File: src/hdl/rv_isa_pkg.sv
package rv_isa_pkg;
	localparam int XLEN       = 32;
	localparam int REG_ADDR_W = 5;

	// instruction field offsets
	localparam int RD_LSB     = 7;
	localparam int FUNCT3_LSB = 12;
	localparam int RS1_LSB    = 15;
	localparam int RS2_LSB    = 20;
	localparam int FUNCT7_LSB = 25;

	typedef enum logic [6:0] {
		OP_IMM = 7'b0010011,
		OP     = 7'b0110011,
		LUI    = 7'b0110111,
		AUIPC  = 7'b0010111,
		JAL    = 7'b1101111,
		JALR   = 7'b1100111,
		LOAD   = 7'b0000011,
		STORE  = 7'b0100011,
		BRANCH = 7'b1100011
	} opcode_e;

	// register and immediate alu ops
	localparam logic [2:0] F3_ADD_SUB = 3'b000;
	localparam logic [2:0] F3_SLL     = 3'b001;
	localparam logic [2:0] F3_SLT     = 3'b010;
	localparam logic [2:0] F3_SLTU    = 3'b011;
	localparam logic [2:0] F3_XOR     = 3'b100;
	localparam logic [2:0] F3_SRL_SRA = 3'b101;
	localparam logic [2:0] F3_OR      = 3'b110;
	localparam logic [2:0] F3_AND     = 3'b111;

	// loads
	localparam logic [2:0] F3_LB  = 3'b000;
	localparam logic [2:0] F3_LH  = 3'b001;
	localparam logic [2:0] F3_LW  = 3'b010;
	localparam logic [2:0] F3_LBU = 3'b100;
	localparam logic [2:0] F3_LHU = 3'b101;

	// stores
	localparam logic [2:0] F3_SB = 3'b000;
	localparam logic [2:0] F3_SH = 3'b001;
	localparam logic [2:0] F3_SW = 3'b010;

	// branches
	localparam logic [2:0] F3_BEQ  = 3'b000;
	localparam logic [2:0] F3_BNE  = 3'b001;
	localparam logic [2:0] F3_BLT  = 3'b100;
	localparam logic [2:0] F3_BGE  = 3'b101;
	localparam logic [2:0] F3_BLTU = 3'b110;
	localparam logic [2:0] F3_BGEU = 3'b111;

	// sub and sra
	localparam logic [6:0] FUNCT7_ALT = 7'b0100000;
endpackage

File: src/hdl/decode_pkg.sv
package decode_pkg;
	typedef enum logic [3:0] {
		ALU_ADD,
		ALU_SUB,
		ALU_SLT,
		ALU_SLTU,
		ALU_AND,
		ALU_OR,
		ALU_XOR,
		ALU_SLL,
		ALU_SRL,
		ALU_SRA
	} alu_op_e;

	typedef enum logic [3:0] {
		MEM_NONE,
		MEM_READ_8_S,
		MEM_READ_16_S,
		MEM_READ_32,
		MEM_READ_8_U,
		MEM_READ_16_U,
		MEM_WRITE_8,
		MEM_WRITE_16,
		MEM_WRITE_32
	} mem_op_e;

	typedef enum logic [1:0] {
		OP_A_RS_1,
		OP_A_PC,
		OP_A_ZERO
	} op_a_sel_e;

	typedef enum logic [1:0] {
		OP_B_RS_2,
		OP_B_IMM,
		OP_B_FOUR
	} op_b_sel_e;

	// 142 bits, valid in the msb
	typedef struct packed {
		logic                                valid;
		logic [rv_isa_pkg::XLEN-1:0]         pc;
		logic [rv_isa_pkg::REG_ADDR_W-1:0]   rd_num;
		logic [rv_isa_pkg::XLEN-1:0]         alu_a;
		logic [rv_isa_pkg::XLEN-1:0]         alu_b;
		alu_op_e                             alu_op;
		mem_op_e                             mem_op;
		logic [rv_isa_pkg::XLEN-1:0]         store_data;
	} id_ex_t;

	typedef struct packed {
		logic                              we;
		logic [rv_isa_pkg::REG_ADDR_W-1:0] rd_num;
		logic [rv_isa_pkg::XLEN-1:0]       value;
	} wb_t;

	typedef struct packed {
		logic                        taken;
		logic [rv_isa_pkg::XLEN-1:0] target;
	} branch_t;

	typedef struct packed {
		logic [rv_isa_pkg::XLEN-1:0] i;
		logic [rv_isa_pkg::XLEN-1:0] s;
		logic [rv_isa_pkg::XLEN-1:0] b;
		logic [rv_isa_pkg::XLEN-1:0] u;
		logic [rv_isa_pkg::XLEN-1:0] j;
	} imm_t;
endpackage

File: src/hdl/register_file.sv
module register_file (
	input  logic                              i_clk,
	input  logic                              i_arst_n,
	input  logic [rv_isa_pkg::REG_ADDR_W-1:0] i_rs1_num,
	input  logic [rv_isa_pkg::REG_ADDR_W-1:0] i_rs2_num,
	input  decode_pkg::wb_t                   i_wb,
	output logic [rv_isa_pkg::XLEN-1:0]       o_rs_1,
	output logic [rv_isa_pkg::XLEN-1:0]       o_rs_2
);
	import rv_isa_pkg::*;

	// no storage behind x0
	logic [XLEN-1:0] regs [1:31];

	function automatic logic [XLEN-1:0] read_port(input logic [REG_ADDR_W-1:0] num);
		logic [XLEN-1:0] value;
		if (num == '0) begin
			value = '0;
		end else if (i_wb.we && i_wb.rd_num == num) begin
			// write-first bypass
			value = i_wb.value;
		end else begin
			value = regs[num];
		end
		return value;
	endfunction

	always_ff @(posedge i_clk or negedge i_arst_n) begin
		if (!i_arst_n) begin
			for (int r = 1; r < 32; r++) begin
				regs[r] <= '0;
			end
		end else if (i_wb.we && i_wb.rd_num != '0) begin
			regs[i_wb.rd_num] <= i_wb.value;
		end
	end

	always_comb begin
		o_rs_1 = read_port(i_rs1_num);
		o_rs_2 = read_port(i_rs2_num);
	end
endmodule

File: src/hdl/imm_gen.sv
module imm_gen (
	input  logic [rv_isa_pkg::XLEN-1:0] i_inst,
	output decode_pkg::imm_t            o_imm
);
	import rv_isa_pkg::*;

	logic sign;

	assign sign = i_inst[XLEN-1];

	always_comb begin
		o_imm.i = {{(XLEN-12){sign}}, i_inst[31:20]};
		o_imm.s = {{(XLEN-12){sign}}, i_inst[31:25], i_inst[11:7]};
		// b and j carry an implicit zero lsb
		o_imm.b = {
			{(XLEN-12){sign}},
			i_inst[7],
			i_inst[30:25],
			i_inst[11:8],
			1'b0
		};
		o_imm.u = {i_inst[31:12], 12'b0};
		o_imm.j = {
			{(XLEN-20){sign}},
			i_inst[19:12],
			i_inst[20],
			i_inst[30:21],
			1'b0
		};
	end
endmodule

File: src/hdl/branch_unit.sv
module branch_unit (
	input  logic [rv_isa_pkg::XLEN-1:0] i_inst,
	input  logic [rv_isa_pkg::XLEN-1:0] i_pc,
	input  logic [rv_isa_pkg::XLEN-1:0] i_rs_1,
	input  logic [rv_isa_pkg::XLEN-1:0] i_rs_2,
	input  decode_pkg::imm_t            i_imm,
	input  logic                        i_stall,
	output decode_pkg::branch_t         o_branch
);
	import rv_isa_pkg::*;

	opcode_e         opcode;
	logic [2:0]      funct3;
	logic            cmp_unsigned;
	logic            eq;
	logic            lt;
	logic            cond;
	logic [XLEN-1:0] base;
	logic [XLEN-1:0] offset;
	logic [XLEN-1:0] sum;

	assign opcode = opcode_e'(i_inst[6:0]);
	assign funct3 = i_inst[FUNCT3_LSB +: 3];

	// one comparator, extra top bit picks signed or unsigned
	assign cmp_unsigned = (funct3 == F3_BLTU) || (funct3 == F3_BGEU);
	assign eq = (i_rs_1 == i_rs_2);
	assign lt = $signed({~cmp_unsigned & i_rs_1[XLEN-1], i_rs_1})
		< $signed({~cmp_unsigned & i_rs_2[XLEN-1], i_rs_2});

	always_comb begin
		base   = (opcode == JALR) ? i_rs_1 : i_pc;
		offset = i_imm.b;
		if (opcode == JAL) begin
			offset = i_imm.j;
		end else if (opcode == JALR) begin
			offset = i_imm.i;
		end
	end

	assign sum = base + offset;

	always_comb begin
		case (funct3)
			F3_BEQ:  cond = eq;
			F3_BNE:  cond = !eq;
			F3_BLT,
			F3_BLTU: cond = lt;
			F3_BGE,
			F3_BGEU: cond = !lt;
			default: cond = 1'b0;
		endcase
	end

	always_comb begin
		o_branch.target = (opcode == JALR) ? {sum[XLEN-1:1], 1'b0} : sum;
		case (opcode)
			JAL, JALR: o_branch.taken = !i_stall;
			BRANCH:    o_branch.taken = cond && !i_stall;
			default:   o_branch.taken = 1'b0;
		endcase
	end
endmodule

File: src/hdl/data_hazard_unit.sv
module data_hazard_unit (
	input  logic [rv_isa_pkg::XLEN-1:0]       i_inst,
	input  logic [rv_isa_pkg::REG_ADDR_W-1:0] i_id_ex_rd_num,
	input  logic [rv_isa_pkg::REG_ADDR_W-1:0] i_ex_mem_rd_num,
	output logic                              o_stall
);
	import rv_isa_pkg::*;

	opcode_e               opcode;
	logic [REG_ADDR_W-1:0] rs1_num;
	logic [REG_ADDR_W-1:0] rs2_num;
	logic                  rs1_used;
	logic                  rs2_used;
	logic                  rs1_hit;
	logic                  rs2_hit;

	// x0 never conflicts
	function automatic logic conflict(
		input logic [REG_ADDR_W-1:0] src,
		input logic [REG_ADDR_W-1:0] dst
	);
		return (src != '0) && (src == dst);
	endfunction

	assign opcode  = opcode_e'(i_inst[6:0]);
	assign rs1_num = i_inst[RS1_LSB +: REG_ADDR_W];
	assign rs2_num = i_inst[RS2_LSB +: REG_ADDR_W];

	assign rs1_used = !(opcode inside {LUI, AUIPC, JAL});
	assign rs2_used = opcode inside {OP, STORE, BRANCH};

	assign rs1_hit = conflict(rs1_num, i_id_ex_rd_num) || conflict(rs1_num, i_ex_mem_rd_num);
	assign rs2_hit = conflict(rs2_num, i_id_ex_rd_num) || conflict(rs2_num, i_ex_mem_rd_num);

	assign o_stall = (rs1_used && rs1_hit) || (rs2_used && rs2_hit);
endmodule

File: src/hdl/decode_control.sv
module decode_control (
	input  logic [rv_isa_pkg::XLEN-1:0] i_inst,
	input  logic [rv_isa_pkg::XLEN-1:0] i_pc,
	input  logic [rv_isa_pkg::XLEN-1:0] i_rs_1,
	input  logic [rv_isa_pkg::XLEN-1:0] i_rs_2,
	input  decode_pkg::imm_t            i_imm,
	output decode_pkg::id_ex_t          o_decoded
);
	import rv_isa_pkg::*;
	import decode_pkg::*;

	opcode_e               opcode;
	logic [2:0]            funct3;
	logic                  alt;
	logic                  valid;
	logic [REG_ADDR_W-1:0] rd_num;
	logic [XLEN-1:0]       imm;
	logic [XLEN-1:0]       alu_a;
	logic [XLEN-1:0]       alu_b;
	op_a_sel_e             a_sel;
	op_b_sel_e             b_sel;
	alu_op_e               alu_op;
	mem_op_e               mem_op;

	// shared by OP and OP_IMM
	function automatic alu_op_e alu_from_funct3(input logic [2:0] f3, input logic f7_alt);
		alu_op_e op;
		case (f3)
			F3_ADD_SUB: op = f7_alt ? ALU_SUB : ALU_ADD;
			F3_SLL:     op = ALU_SLL;
			F3_SLT:     op = ALU_SLT;
			F3_SLTU:    op = ALU_SLTU;
			F3_XOR:     op = ALU_XOR;
			F3_SRL_SRA: op = f7_alt ? ALU_SRA : ALU_SRL;
			F3_OR:      op = ALU_OR;
			default:    op = ALU_AND;
		endcase
		return op;
	endfunction

	assign opcode = opcode_e'(i_inst[6:0]);
	assign funct3 = i_inst[FUNCT3_LSB +: 3];
	assign alt    = (i_inst[FUNCT7_LSB +: 7] == FUNCT7_ALT);

	always_comb begin
		valid  = 1'b1;
		rd_num = i_inst[RD_LSB +: REG_ADDR_W];
		a_sel  = OP_A_RS_1;
		b_sel  = OP_B_IMM;
		imm    = i_imm.i;
		alu_op = ALU_ADD;
		mem_op = MEM_NONE;
		case (opcode)
			OP_IMM: begin
				// addi has no sub, funct7 only matters for shifts
				alu_op = alu_from_funct3(funct3, alt && funct3 == F3_SRL_SRA);
				if (funct3 == F3_SLL || funct3 == F3_SRL_SRA) begin
					imm = {{(XLEN-5){1'b0}}, i_imm.i[4:0]};
				end
			end
			OP: begin
				b_sel  = OP_B_RS_2;
				alu_op = alu_from_funct3(funct3, alt);
			end
			LUI: begin
				a_sel = OP_A_ZERO;
				imm   = i_imm.u;
			end
			AUIPC: begin
				a_sel = OP_A_PC;
				imm   = i_imm.u;
			end
			JAL, JALR: begin
				// link value
				a_sel = OP_A_PC;
				b_sel = OP_B_FOUR;
			end
			LOAD: begin
				case (funct3)
					F3_LB:   mem_op = MEM_READ_8_S;
					F3_LH:   mem_op = MEM_READ_16_S;
					F3_LW:   mem_op = MEM_READ_32;
					F3_LBU:  mem_op = MEM_READ_8_U;
					F3_LHU:  mem_op = MEM_READ_16_U;
					default: valid = 1'b0;
				endcase
			end
			STORE: begin
				rd_num = '0;
				imm    = i_imm.s;
				case (funct3)
					F3_SB:   mem_op = MEM_WRITE_8;
					F3_SH:   mem_op = MEM_WRITE_16;
					F3_SW:   mem_op = MEM_WRITE_32;
					default: valid = 1'b0;
				endcase
			end
			BRANCH: begin
				rd_num = '0;
				b_sel  = OP_B_RS_2;
				alu_op = ALU_SUB;
				if (!(funct3 inside {F3_BEQ, F3_BNE, F3_BLT, F3_BGE, F3_BLTU, F3_BGEU})) begin
					valid = 1'b0;
				end
			end
			default: valid = 1'b0;
		endcase
	end

	always_comb begin
		case (a_sel)
			OP_A_RS_1: alu_a = i_rs_1;
			OP_A_PC:   alu_a = i_pc;
			default:   alu_a = '0;
		endcase
		case (b_sel)
			OP_B_RS_2: alu_b = i_rs_2;
			OP_B_IMM:  alu_b = imm;
			default:   alu_b = XLEN'(4);
		endcase
	end

	always_comb begin
		o_decoded.valid      = valid;
		o_decoded.pc         = i_pc;
		o_decoded.rd_num     = rd_num;
		o_decoded.alu_a      = alu_a;
		o_decoded.alu_b      = alu_b;
		o_decoded.alu_op     = alu_op;
		o_decoded.mem_op     = mem_op;
		o_decoded.store_data = (opcode == STORE) ? i_rs_2 : '0;
	end
endmodule

File: src/hdl/stage_2.sv
module stage_2 (
	input  logic                              i_clk,
	input  logic                              i_arst_n,
	input  logic [rv_isa_pkg::XLEN-1:0]       i_inst,
	input  logic [rv_isa_pkg::XLEN-1:0]       i_pc,
	input  decode_pkg::wb_t                   i_wb,
	input  logic [rv_isa_pkg::REG_ADDR_W-1:0] i_id_ex_rd_num,
	input  logic [rv_isa_pkg::REG_ADDR_W-1:0] i_ex_mem_rd_num,
	output logic                              o_stall,
	output decode_pkg::branch_t               o_branch,
	output decode_pkg::id_ex_t                o_id_ex
);
	import rv_isa_pkg::*;
	import decode_pkg::*;

	logic [XLEN-1:0] rs_1;
	logic [XLEN-1:0] rs_2;
	imm_t            imm;
	id_ex_t          decoded;

	register_file register_file_0 (
		.i_clk     (i_clk),
		.i_arst_n  (i_arst_n),
		.i_rs1_num (i_inst[RS1_LSB +: REG_ADDR_W]),
		.i_rs2_num (i_inst[RS2_LSB +: REG_ADDR_W]),
		.i_wb      (i_wb),
		.o_rs_1    (rs_1),
		.o_rs_2    (rs_2)
	);

	imm_gen imm_gen_0 (
		.i_inst (i_inst),
		.o_imm  (imm)
	);

	data_hazard_unit data_hazard_unit_0 (
		.i_inst          (i_inst),
		.i_id_ex_rd_num  (i_id_ex_rd_num),
		.i_ex_mem_rd_num (i_ex_mem_rd_num),
		.o_stall         (o_stall)
	);

	branch_unit branch_unit_0 (
		.i_inst   (i_inst),
		.i_pc     (i_pc),
		.i_rs_1   (rs_1),
		.i_rs_2   (rs_2),
		.i_imm    (imm),
		.i_stall  (o_stall),
		.o_branch (o_branch)
	);

	decode_control decode_control_0 (
		.i_inst    (i_inst),
		.i_pc      (i_pc),
		.i_rs_1    (rs_1),
		.i_rs_2    (rs_2),
		.i_imm     (imm),
		.o_decoded (decoded)
	);

	// ID/EX register, bubble on stall or bad opcode
	always_ff @(posedge i_clk or negedge i_arst_n) begin
		if (!i_arst_n) begin
			o_id_ex <= '0;
		end else if (o_stall || !decoded.valid) begin
			o_id_ex <= '0;
		end else begin
			o_id_ex <= decoded;
		end
	end
endmodule

File: config.mk
export PLATFORM = sky130hd
export DESIGN_NAME = stage_2
export DESIGN_NICKNAME = d
export VERILOG_FILES = /design/src/hdl/rv_isa_pkg.sv /design/src/hdl/decode_pkg.sv /design/src/hdl/register_file.sv /design/src/hdl/imm_gen.sv /design/src/hdl/branch_unit.sv /design/src/hdl/data_hazard_unit.sv /design/src/hdl/decode_control.sv /design/src/hdl/stage_2.sv
export SDC_FILE = /design/constraint.sdc
export NUM_CORES = 2
export LEC_CHECK = 0
export BUFFER_PORTS_ARGS = -buffer_cell sky130_fd_sc_hd__buf_2
export CAP_MARGIN = 5
export CORE_ASPECT_RATIO = 1.2
export CORE_UTILIZATION = 35
export DETAILED_ROUTE_END_ITERATION = 7
export PLACE_DENSITY_LB_ADDON = 0.12
export SETUP_SLACK_MARGIN = 0.2
export SYNTH_ARGS = -nofsm -noshare
export SYNTH_HDL_FRONTEND = slang
export SYNTH_SLANG_ARGS = --single-unit
File: constraint.sdc
create_clock -name i_clk -period 10.3 [get_ports i_clk]
set_input_delay 0.515 -clock i_clk [delete_from_list [all_inputs] [get_ports i_clk]]
set_output_delay 0.515 -clock i_clk [all_outputs]
set_load 0.05 [all_outputs]
## After elaboration in Yosys (flattened, before gate mapping)

Cells that the tools add are included.

- Output and inout port bits: 176
- Logic and storage cells: 163
- Bits of input ports: 114
- Flip-flop bits (word level): 1134

- Eq/ne operators: 26
- $lt $le $gt $ge: 5
- Reductions and logical operators: 44
- Add/subtract/negate cells: 1
- Bitwise operators: 6
- Mux-type cells: 42

Operator list:

| kind | count |
|---|---|
| 992-bit bitwise mux | 1 |
| 32-bit two-way mux | 12 |
| 32-bit binary-select mux with 5-bit select | 2 |
| 32-bit demux with 5-bit select | 1 |
| 142-bit two-way mux | 1 |
| 32-bit one-hot mux with 2 select lines | 2 |
| 32-bit one-hot mux with 3 select lines | 1 |
| 4-bit one-hot mux with 7 select lines | 2 |
| 33-bit less-than comparator | 1 |
| 32-bit adder | 1 |
| 32-bit equality test | 1 |
| 5-bit equality test | 6 |
| 7-bit by 6-bit equality test with 1-bit output, second input constant | 4 |
| 4-bit one-hot mux with 3 select lines | 2 |
| 7-bit equality test, second input constant | 3 |
| 20-bit two-way mux | 1 |
| 6-bit greater-or-equal comparator, second input constant | 3 |
| 5-bit NOT with 6-bit output | 3 |
| 3-bit one-hot mux with 5 select lines | 1 |
| 5-bit nonzero test | 3 |
| 7-bit by 5-bit equality test with 1-bit output, second input constant | 2 |
| 3-bit equality test, second input constant | 4 |
| 1-bit logical AND | 12 |
| 12-bit two-way mux | 1 |
| 24 further kinds | 54 |

## Depth between registers and ports, before layout

- Depth after elaboration: 12
- Gate-level depth with buffers: 28
- Depth with buffers taken out: 22

## Modules after synthesis

A second synthesis with hierarchy kept.

- Cell total of the unflattened synthesis: 5038
- Area total of the unflattened synthesis: 66331.1 um2

By module, submodules not included:

| module | instances | sequential area each (um2) | area each (um2) | cells each |
|---|---|---|---|---|
| register_file | 1 | 24823.8 | 54139.4 | 3731 |
| stage_2 | 1 | 3553.4 | 5049.8 | 314 |
| branch_unit | 1 | 0.0 | 3465.8 | 491 |
| decode_control | 1 | 0.0 | 2172.1 | 297 |
| imm_gen | 1 | 0.0 | 1204.9 | 161 |
| data_hazard_unit | 1 | 0.0 | 299.0 | 44 |

## Least setup slack after synthesis

Ideal clock, no wire load.

- Path type: input port to output port
- Start: in i_inst[16] in the netlist's numbering
- End: out o_branch[30] in the netlist's numbering
- Path slack: 2450 ps
- Arrival: 7335 ps
- Cell stages on the path: 26
- Path buffers: 6
- Path through: buf_2 > buf_2 > buf_2 > buf_2 > buf_1 > buf_1 > mux4_2 > mux4_2 > mux2i_1 > o21ai_0 > o21ai_0 > o21ai_0 > ha_1 > inv_1 > fa_1 > nor2b_1 > o21ai_0 > a21boi_0 > o211a_1 > o2111a_1 > nor2_1 > a21oi_1 > a221o_1 > a41oi_1 > a211oi_1 > o311ai_0

RTL lines:

| item | line | RTL |
|---|---|---|
| start, declared | stage_2.sv:4 | `input logic [rv_isa_pkg::XLEN-1:0] i_inst,` |
| end, declared | stage_2.sv:10 | `output decode_pkg::branch_t o_branch,` |

==> run metrics <==
Initial DRT Pass Iterations=8; chip width=about 390 um; DP HPWL=132.3 mm; Max FO, Critical Path=42; FFs w/ async S/R, synth=100.0%; Area contributors post-synth=dfrtp_1 (46%), mux4_2 (20%), mux2_2 (18%); count leader, synth=dfrtp_1; Final Hold Slack=0.06018 ns; Clock Tree Buf Depth=3; Final nets=between 4000 and 5000; CP max stage cell=and3_4; Setup Skew=0.02199 ns; Worst path top cell family by delay=compound AO/OA/AOI/OAI gates; run status=completed; # clock sinks=1134; latest clock arrival within the worst-skew pair=0.79 ns; Net Sw Power=3.980 mW; die footprint=179000 um2; drc violations=0; Pint=just under 10 mW; WP depth=24; layout cell share with drive strength beyond 1=~47%; Detailed Route WL=225.8 mm; Synth Warn #=0; maxcap violations=0; Top FF cell, synth=dfrtp_1; Seq cells post-synth=1134; CTS tree=done; setup slack at placement=3.000 ns; Cell Pwr Density=194.4 nW/um2; Final period util=71.01%; Reg power frac=42.2%; Max Clk Rate=approximately 0.14 GHz; first-pass GRT wire length=326.1 mm; type of the worst min-delay path=primary input to register; Syn Nets=4641; cts bufs inserted=130; Leak Pwr=30.97 nW; Die H=463.3 um; RSZ-0062 raised after global routing=false; Max H-tree Level=4; clock network fraction of total power=35.0%; Synth area leader=dfrtp_1; Area Overhead vs Synth=13.67%; slowest cell delay on critical path=between 0.6 and 0.7 ns; Max-Slew Margin vs Limit=around 22%; clock root cell=clkbuf_16; DR iter-0 viols=3241; post-layout min period=between 7 and 8 ns; worst-path cell chain=buf_6 > xor2_1 > nor4_1 > and3_4 > buf_4 > a22o_1 > o21ai_1 > a221oi_1 > buf_4 > nand2_1 > nand2_1 > ha_1 > nor2b_1 > o21ai_0 > a21boi_0 > o211a_1 > o2111a_1 > nor2_1 > a21oi_1 > a221o_1 > a41oi_1 > a211oi_1 > o311ai_0 > buf_2; Commonest cells post-synth=dfrtp_1 (1134), mux2_2 (982), mux4_2 (562), clkbuf_1 (314), nand2_1 (281); number of synthesized flops with an enable pin=0; Hold Path Depth=2; Synth cell types=77; Post-DRT Antenna Nets=0; critical path required time=9.79 ns; setup_tns=0 ns; Reg area=between 20000 and 30000 um2; global-route usage over all layers=25.33%; input/output buffers=289; DR WL/cell=about 32 um; Worst setup EP type=output port; sw frac=29.02%; Total Power=13.71 mW; CP Launch Type=primary input; row count=about 170; Synth Cell Area=62060 um2; Syn Area/Cell=13.90 um2; clock-pin slew on the worst setup and hold paths=0.06 ns; Via density=5.923; CP Data Arrival Time=around 6.8 ns; Fillers=~16000; cts repair resizes=0; WP buf/inv=4; I/O pins=290; placer's final routability congestion estimate=0.9171; Comb power frac=22.8%; via count=41300; reg2reg path depth=8; Initial Util=35.40%; area of the multi-input gates=32120 um2; peak supply drop=110.3 uV; kind of critical path=primary input to output port; sequential cell area fraction in the yosys report=45.73%; Max Slew Vio Count=0; vias in the first global route=42500; Slew @ Worst Pin=approximately 1.2 ns; top-area cell type share of the netlist area=about 46%; cell count after synthesis=about 4500; initial antenna violation count=24; core area=175300 um2; final hold vios=0; GRT Residual Overflow=0; Setup violations, final=0; largest net degree at the start of global routing=roughly 170; setup ws final=2.986 ns
stage by stage:
step | cells | instance area, um2 | utilization (%)
2_1_floorplan | 4465 | 62060 | -
3_3_place_gp | 6703 | 65860 | 37.57
3_5_place_dp | 6703 | 65860 | 37.57
4_1_cts | 6963 | 70520 | 40.23
5_1_grt | 6968 | 70530 | 40.23
6_report | 6973 | 70540 | 40.24
layout make-up:
cell class                 count  area share [%]
antenna                       10         0.03547
clock buffer                 196           5.584
clock inverter                32          0.5658
inverter                      23          0.1295
multi-input combinational   2870           45.53
sequential                  1134           40.23
tap                         2295           4.071
timing repair buffer         413           3.861
power groups by stage:
stage / Clock (mW) / Sequential, mW / Combinational [mW]
after floorplan: 0 / 5.68 / 2.27
final: 4.80 / 5.78 / 3.13
after global routing: 5.08 / 5.89 / 3.35
after global placement: 0 / 5.83 / 3.09
after CTS: 4.93 / 5.77 / 3.14
after detailed placement: 0 / 5.85 / 3.13
per-layer routing:
| layer | track usage [%] | share of wire, % |
|---|---|---|
| met5 | 0 | 0.047 |
| met4 | 7.588 | 2.8 |
| met3 | 4.360 | 5.3 |
| met2 | 41.12 | 48 |
| met1 | 34.47 | 44 |
placed cells by master (no fill, tap or decap), types with 60 or more instances in the layout:
cell type and count:
nor2_1 174, a21oi_1 88, o21ai_0 140, dfrtp_1 1134, mux4_2 562, clkbuf_16 136
a22o_1 60, buf_2 279, ha_1 61, buf_4 80, nand2_1 270, mux2_2 982
mux2i_1 75
timing repair:
action,in CTS,in global routing
hold buffers,32,0
endpoints found under the setup margin,0,0
hold endpoints to repair,132,0
setup buffers,0,0
logic make-up (layout without fill, tap and decap cells):
family	after synthesis	after routing	synth area share, %
AOI/OAI and AO/OA	415	415	4.381
xor gates and xnor gates	61	61	0.8609
adders and majority gates	62	62	1.262
buffers and inverters	461	664	3.006
DFF	1134	1134	45.73
muxes	1624	1624	39.61
other	0	10	0
and+or+nand+nor	708	708	5.149
path summary, 6_finish.rpt:
kind / startpoint / end / slack (ns)
max: i_inst[17] / o_branch[30] / 2.99
min: i_pc[16] / o_id_ex[125]$_DFF_PN0_ / 0.06
max reg2reg: register_file_0.regs[920]$_DFFE_PN0P_ / o_id_ex[64]$_DFF_PN0_ / 7.31
min reg2reg: register_file_0.regs[836]$_DFFE_PN0P_ / register_file_0.regs[836]$_DFFE_PN0P_ / 0.50
max in group asynchronous: i_arst_n / register_file_0.regs[703]$_DFFE_PN0P_ / 7.83
min in group asynchronous: i_arst_n / register_file_0.regs[510]$_DFFE_PN0P_ / 0.33
registers in the layout, summed over array words and instances, names as in the netlist:
register and flops:
register_file_0.regs 992, o_id_ex 142
Note: power is estimated with default switching activity, not from simulation.
